**config.mk**
```make
export PLATFORM = sky130hd
export DESIGN_NAME = ifetch_top
export DESIGN_NICKNAME = d
export VERILOG_FILES = /design/src/source/ifetch_pkg.sv /design/src/source/refill_if.sv /design/src/source/icache_array.sv /design/src/source/refill_master.sv /design/src/source/fetch_sequencer.sv /design/src/source/fetch_csr.sv /design/src/source/ifetch_top.sv
export VERILOG_INCLUDE_DIRS = /design/src /design/src/source
export SDC_FILE = /design/constraint.sdc
export NUM_CORES = 1
export LEC_CHECK = 0
export BUFFER_PORTS_ARGS = -buffer_cell sky130_fd_sc_hd__buf_2
export CAP_MARGIN = 20
export CORE_MARGIN = 2
export CORE_UTILIZATION = 40
export CTS_BUF_LIST = sky130_fd_sc_hd__clkbuf_2 sky130_fd_sc_hd__clkbuf_4 sky130_fd_sc_hd__clkbuf_8
export CTS_CLUSTER_SIZE = 12
export DETAILED_ROUTE_END_ITERATION = 8
export SLEW_MARGIN = 15
export SYNTH_ARGS = -nofsm -noshare
export SYNTH_HDL_FRONTEND = slang
export SYNTH_SLANG_ARGS = --single-unit
```
**constraint.sdc**
```tcl
create_clock -name clock -period 13.9 [get_ports clock]
set_input_delay 0.695 -clock clock [delete_from_list [all_inputs] [get_ports clock]]
set_output_delay 0.695 -clock clock [all_outputs]
set_load 0.01 [all_outputs]
```
**src/source/ifetch_consts.svh**
```systemverilog
`ifndef IFETCH_CONSTS_SVH
`define IFETCH_CONSTS_SVH

// cache geometry: four lines of four words
`define IFETCH_INDEX_BITS  2
`define IFETCH_LINE_WORDS  4
`define IFETCH_OFFSET_BITS 4   // byte offset within a line
`define IFETCH_TAG_BITS    26

// equals the decoder buffer depth
`define IFETCH_CREDITS     4

`define IFETCH_RESET_PC    32'h8000_0000

// burst length field, four beats
`define IFETCH_BURST_LEN   3

`endif

```
**src/source/ifetch_pkg.sv**
```systemverilog
`include "ifetch_consts.svh"

package ifetch_pkg;

  // fetch address split into cache fields
  typedef struct packed {
    logic [`IFETCH_TAG_BITS-1:0]      tag;
    logic [`IFETCH_INDEX_BITS-1:0]    index;
    logic [`IFETCH_OFFSET_BITS-3:0]   word;
    logic [1:0]                       byte_sel;
  } fetch_fields_t;

  // one word, read either raw or by field
  typedef union packed {
    logic [31:0]    raw;
    fetch_fields_t  f;
  } fetch_addr_u;

  // word 0 sits in the low 32 bits
  typedef logic [`IFETCH_LINE_WORDS-1:0][31:0] line_t;

  typedef enum logic [1:0] {
    CSR_CTRL   = 2'd0,
    CSR_HITS   = 2'd1,
    CSR_MISSES = 2'd2
  } csr_addr_e;

endpackage

```
**src/source/refill_if.sv**
```systemverilog
`timescale 1ns/1ns
`include "ifetch_consts.svh"

interface refill_if;
  import ifetch_pkg::*;

  logic                          req;       // one-cycle pulse
  fetch_addr_u                   req_addr;  // line aligned
  logic                          busy;
  logic                          line_we;
  logic [`IFETCH_INDEX_BITS-1:0] line_index;
  logic [`IFETCH_TAG_BITS-1:0]   line_tag;
  line_t                         line_data;

  modport requester (output req, output req_addr, input busy);

  modport refiller (
    input  req, req_addr,
    output busy, line_we, line_index, line_tag, line_data
  );

  modport cache (input line_we, line_index, line_tag, line_data);

endinterface

```
**src/source/icache_array.sv**
```systemverilog
`timescale 1ns/1ns
`include "ifetch_consts.svh"

module icache_array (
  input  logic                     clock,
  input  logic                     reset,
  input  logic                     flush,
  input  ifetch_pkg::fetch_addr_u  lookup_addr,
  output logic                     lookup_hit,
  output logic [31:0]              lookup_word,
  refill_if.cache                  fill
);
  import ifetch_pkg::*;

  localparam int LINES = 1 << `IFETCH_INDEX_BITS;

  line_t                        data_mem [LINES];
  logic [`IFETCH_TAG_BITS-1:0]  tag_mem  [LINES];
  logic [LINES-1:0]             valid;
  line_t                        sel_line;
  logic [`IFETCH_TAG_BITS-1:0]  sel_tag;

  assign sel_line = data_mem[lookup_addr.f.index];
  assign sel_tag  = tag_mem[lookup_addr.f.index];

  // combinational compare at the indexed line
  assign lookup_hit  = valid[lookup_addr.f.index] && (sel_tag == lookup_addr.f.tag);
  assign lookup_word = sel_line[lookup_addr.f.word];

  always_ff @(posedge clock) begin
    if (reset) begin
      valid <= '0;
    end else begin
      if (flush) begin
        valid <= '0;
      end
      // a fill landing with a flush still counts as valid
      if (fill.line_we) begin
        valid[fill.line_index] <= 1'b1;
      end
    end
  end

  always_ff @(posedge clock) begin
    if (fill.line_we) begin
      data_mem[fill.line_index] <= fill.line_data;
      tag_mem[fill.line_index]  <= fill.line_tag;
    end
  end

endmodule

```
**src/source/refill_master.sv**
```systemverilog
`timescale 1ns/1ns
`include "ifetch_consts.svh"

module refill_master (
  input  logic         clock,
  input  logic         reset,
  output logic [31:0]  ar_addr,
  output logic [7:0]   ar_len,
  output logic         ar_valid,
  input  logic         ar_ready,
  output logic         r_ready,
  input  logic [31:0]  r_data,
  input  logic         r_valid,
  input  logic         r_last,
  refill_if.refiller   refill
);
  import ifetch_pkg::*;

  localparam logic [1:0] ST_IDLE = 2'd0;
  localparam logic [1:0] ST_ADDR = 2'd1;
  localparam logic [1:0] ST_DATA = 2'd2;

  logic [1:0]                           state;
  fetch_addr_u                          addr_q;
  logic [`IFETCH_LINE_WORDS-2:0][31:0]  line_buf;  // beats before the last one
  logic                                 beat;
  logic                                 last_beat;

  assign ar_valid = (state == ST_ADDR);
  assign r_ready  = (state == ST_DATA);
  assign ar_len   = 8'(`IFETCH_BURST_LEN);
  assign ar_addr  = {addr_q.f.tag, addr_q.f.index, {`IFETCH_OFFSET_BITS{1'b0}}};

  assign beat      = r_ready && r_valid;
  assign last_beat = beat && r_last;

  assign refill.busy       = (state != ST_IDLE);
  assign refill.line_we    = last_beat;
  assign refill.line_index = addr_q.f.index;
  assign refill.line_tag   = addr_q.f.tag;
  assign refill.line_data  = {r_data, line_buf};  // last beat on top

  always_ff @(posedge clock) begin
    if (reset) begin
      state <= ST_IDLE;
    end else begin
      case (state)
        ST_IDLE: begin
          if (refill.req) begin
            state <= ST_ADDR;
          end
        end
        ST_ADDR: begin
          if (ar_ready) begin
            state <= ST_DATA;
          end
        end
        ST_DATA: begin
          if (last_beat) begin
            state <= ST_IDLE;
          end
        end
        default: state <= ST_IDLE;
      endcase
    end
  end

  // address held stable through the handshake
  always_ff @(posedge clock) begin
    if (state == ST_IDLE && refill.req) begin
      addr_q <= refill.req_addr;
    end
  end

  // beats shift in from the top, lowest word ends at the bottom
  always_ff @(posedge clock) begin
    if (beat) begin
      line_buf <= {r_data, line_buf[`IFETCH_LINE_WORDS-2:1]};
    end
  end

endmodule

```
**src/source/fetch_sequencer.sv**
```systemverilog
`timescale 1ns/1ns
`include "ifetch_consts.svh"

module fetch_sequencer (
  input  logic                     clock,
  input  logic                     reset,
  input  logic                     redirect_valid,
  input  logic [31:0]              redirect_pc,
  input  logic                     credit_return,
  input  logic                     halt,
  input  logic                     lookup_hit,
  input  logic [31:0]              lookup_word,
  output ifetch_pkg::fetch_addr_u  lookup_addr,
  output logic                     inst_valid,
  output logic [31:0]              inst,
  output logic [31:0]              inst_pc,
  output logic                     inst_misaligned,
  output logic                     hit_pulse,
  output logic                     miss_pulse,
  refill_if.requester              refill
);
  import ifetch_pkg::*;

  localparam int CREDIT_BITS = $clog2(`IFETCH_CREDITS + 1);

  localparam logic [1:0] ST_RUN   = 2'd0;
  localparam logic [1:0] ST_MISAL = 2'd1;  // one flagged item pending
  localparam logic [1:0] ST_STOP  = 2'd2;  // parked until next redirect

  fetch_addr_u             pc;
  fetch_addr_u             line_addr;
  logic [1:0]              state;
  logic [CREDIT_BITS-1:0]  credits;
  logic                    can_issue;
  logic                    lookup_ok;
  logic                    issue_hit;
  logic                    issue_mis;
  logic                    consume;
  logic                    refetch;  // lookup retried after a miss

  assign lookup_addr = pc;

  // redirect cycle issues nothing, so inst_valid is low right after it
  assign can_issue = !halt && (credits != '0) && !redirect_valid;
  assign lookup_ok = (state == ST_RUN) && !refill.busy && can_issue;

  assign issue_hit = lookup_ok && lookup_hit;
  assign issue_mis = (state == ST_MISAL) && can_issue;
  assign consume   = issue_hit || issue_mis;

  assign line_addr.raw   = {pc.raw[31:`IFETCH_OFFSET_BITS], {`IFETCH_OFFSET_BITS{1'b0}}};
  assign refill.req      = lookup_ok && !lookup_hit;
  assign refill.req_addr = line_addr;

  assign hit_pulse  = issue_hit && !refetch;  // the retry after a refill is not a hit
  assign miss_pulse = refill.req;

  always_ff @(posedge clock) begin
    if (reset) begin
      pc.raw          <= `IFETCH_RESET_PC;
      state           <= ST_RUN;
      credits         <= CREDIT_BITS'(`IFETCH_CREDITS);
      inst_valid      <= 1'b0;
      inst_misaligned <= 1'b0;
      refetch         <= 1'b0;
    end else begin
      inst_valid      <= consume;
      inst_misaligned <= issue_mis;
      credits         <= credits - CREDIT_BITS'(consume) + CREDIT_BITS'(credit_return);
      if (refill.req) begin
        refetch <= 1'b1;
      end else if (redirect_valid || issue_hit) begin
        refetch <= 1'b0;
      end
      if (redirect_valid) begin
        pc.raw <= redirect_pc;
        state  <= (redirect_pc[1:0] != 2'b00) ? ST_MISAL : ST_RUN;
      end else if (issue_hit) begin
        pc.raw <= pc.raw + 32'd4;
      end else if (issue_mis) begin
        state <= ST_STOP;
      end
    end
  end

  always_ff @(posedge clock) begin
    if (consume) begin
      inst    <= issue_hit ? lookup_word : 32'd0;  // misaligned item carries no word
      inst_pc <= pc.raw;
    end
  end

endmodule

```
**src/source/fetch_csr.sv**
```systemverilog
`timescale 1ns/1ns

module fetch_csr (
  input  logic                   clock,
  input  logic                   reset,
  input  logic                   csr_write,
  input  ifetch_pkg::csr_addr_e  csr_addr,
  input  logic [31:0]            csr_wdata,
  output logic [31:0]            csr_rdata,
  input  logic                   hit_pulse,
  input  logic                   miss_pulse,
  output logic                   halt,
  output logic                   flush
);
  import ifetch_pkg::*;

  logic [31:0]  hits;
  logic [31:0]  misses;
  logic         ctrl_write;
  logic         hits_clear;
  logic         misses_clear;

  // a write clears, otherwise count up and stick at all ones
  function automatic logic [31:0] next_count(logic [31:0] count, logic clear, logic inc);
    logic [31:0] result;
    if (clear) begin
      result = '0;
    end else if (inc && (count != '1)) begin
      result = count + 32'd1;
    end else begin
      result = count;
    end
    return result;
  endfunction

  assign ctrl_write   = csr_write && (csr_addr == CSR_CTRL);
  assign hits_clear   = csr_write && (csr_addr == CSR_HITS);
  assign misses_clear = csr_write && (csr_addr == CSR_MISSES);

  always_ff @(posedge clock) begin
    if (reset) begin
      halt   <= 1'b0;
      flush  <= 1'b0;
      hits   <= '0;
      misses <= '0;
    end else begin
      flush  <= ctrl_write && csr_wdata[1];  // self clearing
      hits   <= next_count(hits, hits_clear, hit_pulse);
      misses <= next_count(misses, misses_clear, miss_pulse);
      if (ctrl_write) begin
        halt <= csr_wdata[0];
      end
    end
  end

  always_comb begin
    case (csr_addr)
      CSR_CTRL:   csr_rdata = {30'd0, flush, halt};
      CSR_HITS:   csr_rdata = hits;
      CSR_MISSES: csr_rdata = misses;
      default:    csr_rdata = 32'd0;
    endcase
  end

endmodule

```
**src/source/ifetch_top.sv**
```systemverilog
`timescale 1ns/1ns

module ifetch_top (
  input  logic                   clock,
  input  logic                   reset,
  input  logic                   redirect_valid,
  input  logic [31:0]            redirect_pc,
  output logic                   inst_valid,
  output logic [31:0]            inst,
  output logic [31:0]            inst_pc,
  output logic                   inst_misaligned,
  input  logic                   credit_return,
  output logic [31:0]            ar_addr,
  output logic [7:0]             ar_len,
  output logic                   ar_valid,
  input  logic                   ar_ready,
  output logic                   r_ready,
  input  logic [31:0]            r_data,
  input  logic                   r_valid,
  input  logic                   r_last,
  input  logic                   csr_write,
  input  ifetch_pkg::csr_addr_e  csr_addr,
  input  logic [31:0]            csr_wdata,
  output logic [31:0]            csr_rdata
);
  import ifetch_pkg::*;

  fetch_addr_u  lookup_addr;
  logic         lookup_hit;
  logic [31:0]  lookup_word;
  logic         halt;
  logic         flush;
  logic         hit_pulse;
  logic         miss_pulse;

  refill_if refill ();

  fetch_sequencer fetch_sequencer_i (
    .clock           (clock),
    .reset           (reset),
    .redirect_valid  (redirect_valid),
    .redirect_pc     (redirect_pc),
    .credit_return   (credit_return),
    .halt            (halt),
    .lookup_hit      (lookup_hit),
    .lookup_word     (lookup_word),
    .lookup_addr     (lookup_addr),
    .inst_valid      (inst_valid),
    .inst            (inst),
    .inst_pc         (inst_pc),
    .inst_misaligned (inst_misaligned),
    .hit_pulse       (hit_pulse),
    .miss_pulse      (miss_pulse),
    .refill          (refill.requester)
  );

  icache_array icache_array_i (
    .clock       (clock),
    .reset       (reset),
    .flush       (flush),
    .lookup_addr (lookup_addr),
    .lookup_hit  (lookup_hit),
    .lookup_word (lookup_word),
    .fill        (refill.cache)
  );

  refill_master refill_master_i (
    .clock    (clock),
    .reset    (reset),
    .ar_addr  (ar_addr),
    .ar_len   (ar_len),
    .ar_valid (ar_valid),
    .ar_ready (ar_ready),
    .r_ready  (r_ready),
    .r_data   (r_data),
    .r_valid  (r_valid),
    .r_last   (r_last),
    .refill   (refill.refiller)
  );

  fetch_csr fetch_csr_i (
    .clock      (clock),
    .reset      (reset),
    .csr_write  (csr_write),
    .csr_addr   (csr_addr),
    .csr_wdata  (csr_wdata),
    .csr_rdata  (csr_rdata),
    .hit_pulse  (hit_pulse),
    .miss_pulse (miss_pulse),
    .halt       (halt),
    .flush      (flush)
  );

endmodule

```
==> key figures, run 1 <==
Synth
  • Top cell type by total area after synthesis: edfxtp_1
  • Register area share after synthesis: 74.30%
  • Synth top area share: 67.88%
  • Most frequent cells after synthesis: 804 x edfxtp_1, 183 x mux4_2, 114 x dfxtp_1
  • Synth unique cells: 65
  • Number of enable flip-flop cells after synthesis: 804
  • Post-Syn Instances: 1955
  • Syn_area_per_cell: 18.19 um2
  • Ys async rst share: 0%
  • Mapped Area: 35570 um2
  • Dominant synthesized flop cell: edfxtp_1
  • Most frequent cell after synthesis: edfxtp_1
  • Synth Warn #: 0
  • Yosys reg bits: 918
  • Synth top area cells: edfxtp_1 68%, mux4_2 12%, dfxtp_1 6.4%, nand2_1 1.0%, a21oi_1 1.0%

Global routing
  • Vias in the first global route: 19580
  • Global-route usage over all layers: 17.09%
  • Global route overflow: 0
  • Largest net degree at the start of global routing: 148
  • First-pass GRT wire length: 116.8 mm
  • Initial antenna violation count: 9

Floorplan
  • I/O pins: 246
  • Die H: 302.2 um
  • FP Rows: 109
  • Die area: 91320 um2
  • Die width: 302.2 um
  • Core ar.: 88240 um2
  • Starting density of the core: 40.31%

Timing
  • Skew final: 29.66 ps
  • Slew HR: 26.31%
  • Final Hold Vio Count: 0
  • Min Tclk post-route: 5637 ps
  • Actual slew at the worst max-slew pin: 1105 ps
  • Hold slack final: 121.0 ps
  • Slew Limit Fails: 0
  • Sum Neg Setup Slack: 0 ps
  • Fin crit share: 40.55%
  • Final setup vio count: 0
  • RSZ-0062 raised after global routing: no
  • F_max: 0.1774 GHz

Critical path
  • Crit path DAT: 6310 ps
  • Slowest-stage cell, CP: dfxtp_4
  • Bufs and invs on worst path: 4
  • CP Class: reg -> reg
  • Crit end category: flop
  • Crit path largest cell delay: 960 ps
  • Cell Chain, Critical Path: buf_4, mux4_2, xnor2_1, nand2_1, nor4_4, nand4_4, buf_4, nand2_4, ha_1, inv_1, ha_1, inv_1, fa_1, xor2_1, xnor2_1, nand2b_1
  • Top delay family on crit path: buffers and inverters
  • Setup crit start kind: flop
  • Data required, critical path: 14580 ps
  • Worst Path Max Fanout: 56

Drt
  • Detail Route Antenna Nets: 0
  • WL/cell: 22.00 um
  • DR vias: 19030
  • Final WL: 77.62 mm
  • Initial drt markers: 1472
  • Vias per cell: 5.394
  • First drt pass iteration count: 5
  • Residual DRC: 0

Cells and area
  • Final net count: 2355
  • Area delta synth->final: 15.08%
  • Design area: 40930 um2
  • Share of cells above drive strength 1: 29.55%

CTS
  • Clk sinks: 918
  • CTS tree: built
  • Clock Path Buffers: 3
  • Post-CTS Setup Repair Bufs: 0
  • Clock root buffer: clkbuf_8
  • CTS Hold Buffers Added: 0
  • Post_cts resized: 0
  • CTS Buf Count: 155
  • Clock transition at the registers of the reported paths: 60 ps
  • Clk_lat worst skew: 810 ps
  • H-Tree Depth: 4

Power
  • Logic gate share of total power: 4.9%
  • Net Sw Frac: 22.64%
  • P_sw: 1.289 mW
  • Pwr Density: 139.0 nW/um2
  • Pleak: 13.22 nW
  • Max IR drop VDD: 0.00008993 V
  • Int Pwr: 4.403 mW
  • Power share of the sequential group: 54.6%
  • Clock power share: 40.5%

Placed design
  • PortBufs: 203
  • Post-DP Area: 37900 um2
  • HPWL after DPL: 42.86 mm
  • Gp weighted congestion: 0.8678

Run
  • Max_cap viols: 0

Worst hold path
  • Type of the worst min-delay path: in -> reg

Status
  • Outcome: complete, no violations
==> worst paths after layout <==
kind | endpoint | slack, ps | startpoint | cells after the start
max | fetch_sequencer_i.credits[2] | 8260 | flop | 16
min | icache_array_i.data_mem[2][119] | 120 | r_data[23] | 1
min reg2reg | fetch_sequencer_i.inst_pc[0] | 440 | fetch_sequencer_i.lookup_addr[0] | 0
max reg2reg | fetch_sequencer_i.credits[2] | 8260 | flop | 16
==> worst reg2reg max path: cells and delay by family (launching register included) <==
family / cells / cell delay (ps)
xor+xnor: 3 / 660
fa+ha+maj: 3 / 860
buf+inv: 4 / 1320
flops: 1 / 960
mux: 1 / 470
simple gates: 5 / 1250
==> area by class of cell <==
type | instances | area, um2
antenna | 1 | 2.502
clock buffer | 203 | 2525
clock inverter | 73 | 439.2
fill | 7494 | 47310
inverter | 27 | 101.3
multi-input combinational | 907 | 8623
sequential | 918 | 26440
tap | 1165 | 1458
timing repair buffer | 234 | 1346
==> power by group through the flow <==
| stage | registers, mW | clock network [mW] | logic (mW) |
|---|---|---|---|
| detailed placement | 3.17 | 0 | 0.283 |
| global placement | 3.16 | 0 | 0.280 |
| floorplan | 3.15 | 0 | 0.181 |
| global route | 3.12 | 2.50 | 0.304 |
| CTS | 3.11 | 2.38 | 0.284 |
| finish | 3.11 | 2.30 | 0.279 |
==> metal layers <==
metal / wire [um] / global-route usage (%)
met5: 104 / 0
met3: 5190 / 3.878
met2: 37810 / 28.18
met4: 1992 / 6.589
met1: 32510 / 22.10
==> layout by cell type (no fill, tap or decap), drive strengths merged, types with 43 or more instances in the layout <==
master	Yosys	final
clkbuf	73	203
edfxtp	804	804
nand2	97	97
nand3	46	46
nor2	49	49
dfxtp	114	114
buf	40	234
a21oi	72	72
clkinv	0	60
mux4	183	183
nor2b	43	43
==> metrics by stage <==
step                      power (mW)  cells  utilization, %  worst slack (ps)
after floorplan                3.330   1965               -              4064
after global placement         3.442   3246           42.93              8114
after detailed placement       3.449   3248           42.95              8120
after CTS                      5.774   3524           46.31              8117
after global routing           5.917   3528           46.39              7934
final                          5.691   3528           46.39              8263
==> cell families (layout without fill, tap and decap cells) <==
| family | after synthesis | count (layout) | synth area share (%) |
|---|---|---|---|
| simple gates | 422 | 422 | 6.392 |
| mux | 211 | 211 | 12.38 |
| xor+xnor | 41 | 41 | 1.031 |
| other cells | 2 | 13 | 0.02111 |
| flops | 918 | 918 | 74.30 |
| buf+inv | 140 | 537 | 1.731 |
| fa+ha+maj | 6 | 6 | 0.2322 |
| compound gates | 215 | 215 | 3.915 |
==> flip-flops by register name, indices dropped and copies added (netlist names), 4 cells and up, named ones only <==
signal	flops
fetch_sequencer_i.inst_pc	32
fetch_sequencer_i.inst	32
icache_array_i.data_mem	512
refill_master_i.addr_q	28
fetch_csr_i.hits	32
icache_array_i.tag_mem	104
refill_master_i.refill.line_data	96
fetch_csr_i.misses	32
fetch_sequencer_i.lookup_addr	32
icache_array_i.valid	4
(Power assumes the default switching activity.)
==> inputs of run 2 (changes only) <==
==> constraint.sdc (replaced) <==
create_clock -name clock -period 5.3 [get_ports clock]
set_input_delay 0.265 -clock clock [delete_from_list [all_inputs] [get_ports clock]]
set_output_delay 0.265 -clock clock [all_outputs]
set_load 0.01 [all_outputs]
==> key figures, run 2 (synthesis results as in run 1) <==
CTS
  • Clock Path Buffers: 3 (unchanged)
  • CTS tree: built
  • Post_cts resized: 0 (unchanged)
  • Clk sinks: 918 (unchanged)
  • Post-CTS Setup Repair Bufs: 0 (unchanged)
  • H-Tree Depth: 4 (unchanged)
  • Clk_lat worst skew: 820 ps (about the same)
  • Clock transition at the registers of the reported paths: 60 ps (about the same)
  • CTS Buf Count: 155 (unchanged)
  • CTS Hold Buffers Added: 75 (+75)
  • Clock root buffer: clkbuf_8

Cells and area
  • Commonest non-fill, non-tap cell in the layout: edfxtp_1
  • Number of flip-flops in the largest register: 512 (unchanged)
  • Post-Route Utilization: 47.30% (+0.91 points)
  • Share of cells above drive strength 1: 28.48% (-1.1 points)
  • Design area: 41730 um2 (+2.0%)
  • Non-filler instance count after layout: 3604 (+2.2%)
  • Top reg by flops: icache_array_i.data_mem
  • Final net count: 2436 (+3.4%)
  • Area delta synth->final: 17.34%
  • Commonest non-fill, non-tap cells in the layout: 804 x edfxtp_1, 203 x buf_2, 183 x mux4_2, 161 x clkbuf_8, 109 x dfxtp_1

Floorplan
  • Die area: 91320 um2 (unchanged)
  • Starting density of the core: 40.31% (unchanged)
  • FP Rows: 109 (unchanged)
  • Die width: 302.2 um (unchanged)
  • Core ar.: 88240 um2 (unchanged)
  • Die H: 302.2 um (unchanged)
  • I/O pins: 246 (unchanged)

Placed design
  • PortBufs: 203 (unchanged)
  • Gp weighted congestion: 0.8760 (+0.94%)
  • Post-DP Area: 38000 um2 (+0.26%)
  • HPWL after DPL: 44.03 mm (+2.7%)
  • Placed Instances: 3256 (+0.25%)

Timing
  • Final Hold Vio Count: 0 (unchanged)
  • Actual slew at the worst max-slew pin: 1110 ps (+5.058 ps)
  • Slew HR: 25.36% (-0.95 points)
  • Hold slack final: 91.57 ps (-29.38 ps)
  • RSZ-0062 raised after global routing: no
  • Min Tclk post-route: 4115 ps (-1522 ps)
  • Fin crit share: 77.64% (+37 points)
  • F_max: 0.2430 GHz (+37%)
  • Skew final: 49.40 ps (+19.74 ps)
  • Slew Limit Fails: 0 (unchanged)
  • Final setup vio count: 0 (unchanged)
  • Sum Neg Setup Slack: 0 ps (unchanged)

Global routing
  • Vias in the first global route: 20080 (+2.6%)
  • Global-route usage over all layers: 17.36% (+0.27 points)
  • Global route overflow: 0 (unchanged)
  • Initial antenna violation count: 5 (-4)
  • Largest net degree at the start of global routing: 108 (-27%)
  • First-pass GRT wire length: 119.6 mm (+2.4%)

Critical path
  • Crit end category: flop
  • Setup crit start kind: flop
  • Critical path's most frequent cell: buf_4
  • Cell Chain, Critical Path: mux4_2, xor2_1, nor3_1, nor3b_2, nand4_4, nand2_4, buf_4, buf_4
  • Crit path largest cell delay: 760 ps (-200 ps)
  • Slowest-stage cell, CP: dfxtp_4
  • Data required, critical path: 5730 ps (-8850 ps)
  • Worst Path Max Fanout: 38 (-32%)
  • CP Class: reg -> reg
  • Crit path DAT: 4540 ps (-1770 ps)

Power
  • P_sw: 3.400 mW (+160%)
  • Power share of the sequential group: 54.3% (-0.3 points)
  • Logic gate share of total power: 5.3% (+0.4 points)
  • Net Sw Frac: 22.66% (about the same)
  • Max IR drop VDD: 0.0002211 V (+150%)
  • Pleak: 13.54 nW (+2.4%)
  • Int Pwr: 11.61 mW (+160%)
  • Pwr Density: 359.6 nW/um2 (+160%)
  • Clock power share: 40.4% (about the same)

Worst hold path
  • Worst Hold Launch: r_valid
  • Type of the worst min-delay path: in -> reg

Drt
  • First drt pass iteration count: 7 (+2)
  • Initial drt markers: 1510 (+2.6%)
  • Vias per cell: 5.354 (-0.75%)
  • Residual DRC: 1 (+1)
  • DR vias: 19300 (+1.4%)
  • Detail Route Antenna Nets: 0 (unchanged)
  • Final WL: 78.27 mm (+0.84%)
  • WL/cell: 21.72 um (-1.3%)

Status
  • Outcome: finished, violations left
  • Failing checks: design-rule violations

Run
  • Max_cap viols: 0 (unchanged)
run 2: cell count changes in the layout (fill, tap and decap cells not counted), moves of 3 or more:
| cell | delta |
|---|---|
| buf_4 | +7 |
| clkinv_1 | +8 |
| clkinv_2 | -21 |
| dlygate4sd3_1 | +75 |
| inv_6 | +3 |
run 2: path summary, 6_finish.rpt:
kind,to,slack [ps],cells past startpoint
worst max-delay path,fetch_sequencer_i.inst[23],1190,8
worst min-delay path,icache_array_i.tag_mem[1][5],90,4
worst max register to register,fetch_sequencer_i.inst[23],1190,8
worst min register to register,fetch_sequencer_i.inst_pc[0],420,0
run 2: layer usage:
metal | share of wire [%] | global-route usage, % | wire [um] | up-vias
li1 | - | - | - | 8620
met1 | 43 | 22.94 | 33820 | 9921
met2 | 48 | 28.30 | 37930 | 593
met3 | 5.7 | 3.857 | 4471 | 155
met4 | 2.6 | 6.353 | 2001 | 6
met5 | 0.051 | 0 | 40 | -
run 2: cell type report:
class                           count  area [um2]
Sequential cell                   918       26440
Multi-Input combinational cell    907        8641
Fill cell                        7452       46500
Tap cell                         1165        1458
Antenna cell                        2       5.005
Inverter                           27       101.3
Clock inverter                     64       409.1
Timing Repair Buffer              315        2127
Clock buffer                      206        2554
run 2: power by group through the flow:
stage	clock network, mW	registers (mW)	logic, mW
6_report	6.06	8.15	0.799
5_1_grt	6.58	8.17	0.868
4_1_cts	6.26	8.15	0.814
3_5_place_dp	0	8.30	0.764
3_3_place_gp	0	8.29	0.757
2_1_floorplan	0	8.26	0.476
run 2: worst max-delay path, delay by kind of cell (launching register included):
family | cells | cell delay (ps)
XOR/XNOR | 1 | 160
buffers and inverters | 2 | 1090
flip-flops | 1 | 760
multiplexers | 1 | 590
AND/OR/NAND/NOR | 4 | 1060
run 2: per-stage QoR:
stage	power [mW]	setup slack, ps
after CTS	15.23	1050
final	15.01	1185
after detailed placement	9.063	1088
after global placement	9.043	1094
after global routing	15.62	869.1
after floorplan	8.734	-308.4
==> inputs of run 3 (changes only) <==
==> constraint.sdc (replaced) <==
create_clock -name clock -period 3.9 [get_ports clock]
set_input_delay 0.195 -clock clock [delete_from_list [all_inputs] [get_ports clock]]
set_output_delay 0.195 -clock clock [all_outputs]
set_load 0.01 [all_outputs]
==> key figures, run 3 (synthesis results as in run 1) <==
Cells and area
  • Post-Route Utilization: 47.83% (+0.54 points)
  • Register area: 26440 um2 (unchanged)
  • Commonest non-fill, non-tap cells in the layout: 804 x edfxtp_1, 203 x buf_2, 183 x mux4_2, 155 x clkbuf_8, 109 x dfxtp_1
  • Number of flip-flops in the largest register: 512 (unchanged)
  • Area of the multi-input gates: 8678 um2 (+0.43%)
  • Share of cells above drive strength 1: 29.51% (+1.0 points)
  • Final-layout fill cell count: 7298 (-2.1%)
  • Final net count: 2473 (+1.5%)
  • Commonest non-fill, non-tap cell in the layout: edfxtp_1
  • Design area: 42210 um2 (+1.1%)
  • Top reg by flops: icache_array_i.data_mem
  • Area delta synth->final: 18.67%

CTS
  • H-Tree Depth: 4 (unchanged)
  • Clk_lat worst skew: 830 ps (about the same)
  • CTS Buf Count: 151 (-2.6%)
  • Clk sinks: 918 (unchanged)
  • Clock Path Buffers: 3 (unchanged)
  • CTS tree: built
  • Clock root buffer: clkbuf_8
  • Clock transition at the registers of the reported paths: 60 ps (about the same)

Global routing
  • Vias in the first global route: 20540 (+2.3%)
  • Largest net degree at the start of global routing: 95 (-12%)
  • Global route overflow: 0 (unchanged)
  • First-pass GRT wire length: 120.1 mm (+0.44%)
  • Initial antenna violation count: 7 (+2)
  • Global-route usage over all layers: 17.46% (+0.10 points)

Timing
  • Sum Neg Setup Slack: 0 ps (unchanged)
  • Final Hold Vio Count: 0 (unchanged)
  • Slew Limit Fails: 0 (unchanged)
  • Fin crit share: 93.24% (+16 points)
  • Min Tclk post-route: 3636 ps (-478.5 ps)
  • Actual slew at the worst max-slew pin: 1059 ps (-51.62 ps)
  • Slew HR: 29.42% (+4.1 points)
  • F_max: 0.2750 GHz (+13%)
  • Final setup vio count: 0 (unchanged)
  • Skew final: 43.48 ps (-5.926 ps)
  • RSZ-0062 raised after global routing: no

Worst hold path
  • Worst Hold Endpoint: icache_array_i.data_mem[1][107]
  • Worst Hold Launch: r_data[11]
  • Hold Path Depth: 2 (-2)
  • Type of the worst min-delay path: in -> reg

Critical path
  • Setup crit start kind: flop
  • CP Class: reg -> reg
  • Crit path DAT: 4340 ps (-200 ps)
  • RR Endpoint: fetch_sequencer_i.lookup_addr[24]
  • R2R Setup Slk: 260 ps (-920 ps)
  • Data required, critical path: 4600 ps (-1130 ps)
  • Crit end category: flop
  • Worst Path Max Fanout: 15 (-61%)
  • Reg2Reg Depth: 11 (+3)

Placed design
  • HPWL after DPL: 44.38 mm (+0.79%)
  • PortBufs: 203 (unchanged)
  • Post-DP Area: 38360 um2 (+0.95%)
  • Gp weighted congestion: 0.8901 (+1.6%)

Drt
  • DR vias: 19550 (+1.3%)
  • Initial drt markers: 1624 (+7.5%)
  • Met3 WL post-DR: 5.136 mm (+15%)
  • Met2 routed WL: 38.31 mm (+0.99%)
  • First drt pass iteration count: 5 (-2)
  • Met1 WL: 33.52 mm (-0.90%)
  • Vias per cell: 5.369 (+0.28%)
  • Uppermost layer routed: met5
  • Final WL: 79.09 mm (+1.1%)
  • Residual DRC: 0 (-1)
  • WL/cell: 21.72 um (about the same)
  • Detail Route Antenna Nets: 0 (unchanged)

Power
  • Pwr Density: 486.0 nW/um2 (+35%)
  • Max IR drop VDD: 0.0003066 V (+39%)
  • Pleak: 13.79 nW (+1.9%)

Floorplan
  • I/O pins: 246 (unchanged)
  • Starting density of the core: 40.31% (unchanged)
  • Die H: 302.2 um (unchanged)
  • FP Rows: 109 (unchanged)
  • Core ar.: 88240 um2 (unchanged)
  • Die area: 91320 um2 (unchanged)
  • Die width: 302.2 um (unchanged)

Status
  • Outcome: complete, no violations

Run
  • Max_cap viols: 0 (unchanged)
[run 3: through the flow]
step,setup slack [ps],hold slack [ps],power (mW),instances
4_1_cts,104.5,16.39,20.85,3639
6_report,263.5,133.2,20.51,3642
2_1_floorplan,-1708,293.9,11.87,1965
3_3_place_gp,190.5,412.1,12.32,3289
3_5_place_dp,145.3,425.6,12.34,3289
5_1_grt,24.85,57.69,21.34,3642
[run 3: timing repair]
item                                   CTS  global route
buffers inserted                         0             0
resized for setup                        0             2
setup endpoints to repair                0             9
endpoints found under the hold margin  272             0
hold buffers                            84             0
[run 3: worst max-delay path: stages, from the launching register on]
cell and delay, ps:
dfxtp_4 540, mux4_2 570, xor2_1 160, nor4_2 340, buf_4 170, and4_4 210
buf_4 110, and4_2 310, nor2_1 190, a21oi_1 220, a31oi_1 90, dlygate4sd3_1 590
[run 3: where the power goes]
group	total (mW)	switching [mW]	internal, mW
clock	8.32	3.86	4.46
sequential	11.1	0.180	10.9
combinational	1.14	0.629	0.516
total	20.5	4.67	15.8
[run 3: worst max-delay path by stage]
stage | depth (start not counted) | endpoint
floorplan | 4 | icache_array_i.data_mem[0][0]
global placement | 10 | fetch_csr_i.hits[30]
detailed placement | 10 | fetch_csr_i.hits[22]
CTS | 10 | fetch_csr_i.hits[30]
global route | 15 | fetch_sequencer_i.credits[2]
finish | 11 | fetch_sequencer_i.lookup_addr[24]
[run 3: per-layer routing]
layer / vias to the layer above / GRT usage, %
met5: - / 0
met4: 8 / 6.365
met3: 170 / 4.065
met2: 656 / 29.02
met1: 10040 / 22.46
li1: 8681 / -
[run 3: layout make-up]
cell class                 instances  share of cell area, %
inverter                          27                 0.2401
tap                             1165                  3.454
timing repair buffer             356                  6.012
antenna                            3                0.01779
clock buffer                     207                  5.979
sequential                       918                  62.64
multi-input combinational        907                  20.56
clock inverter                    59                  1.094
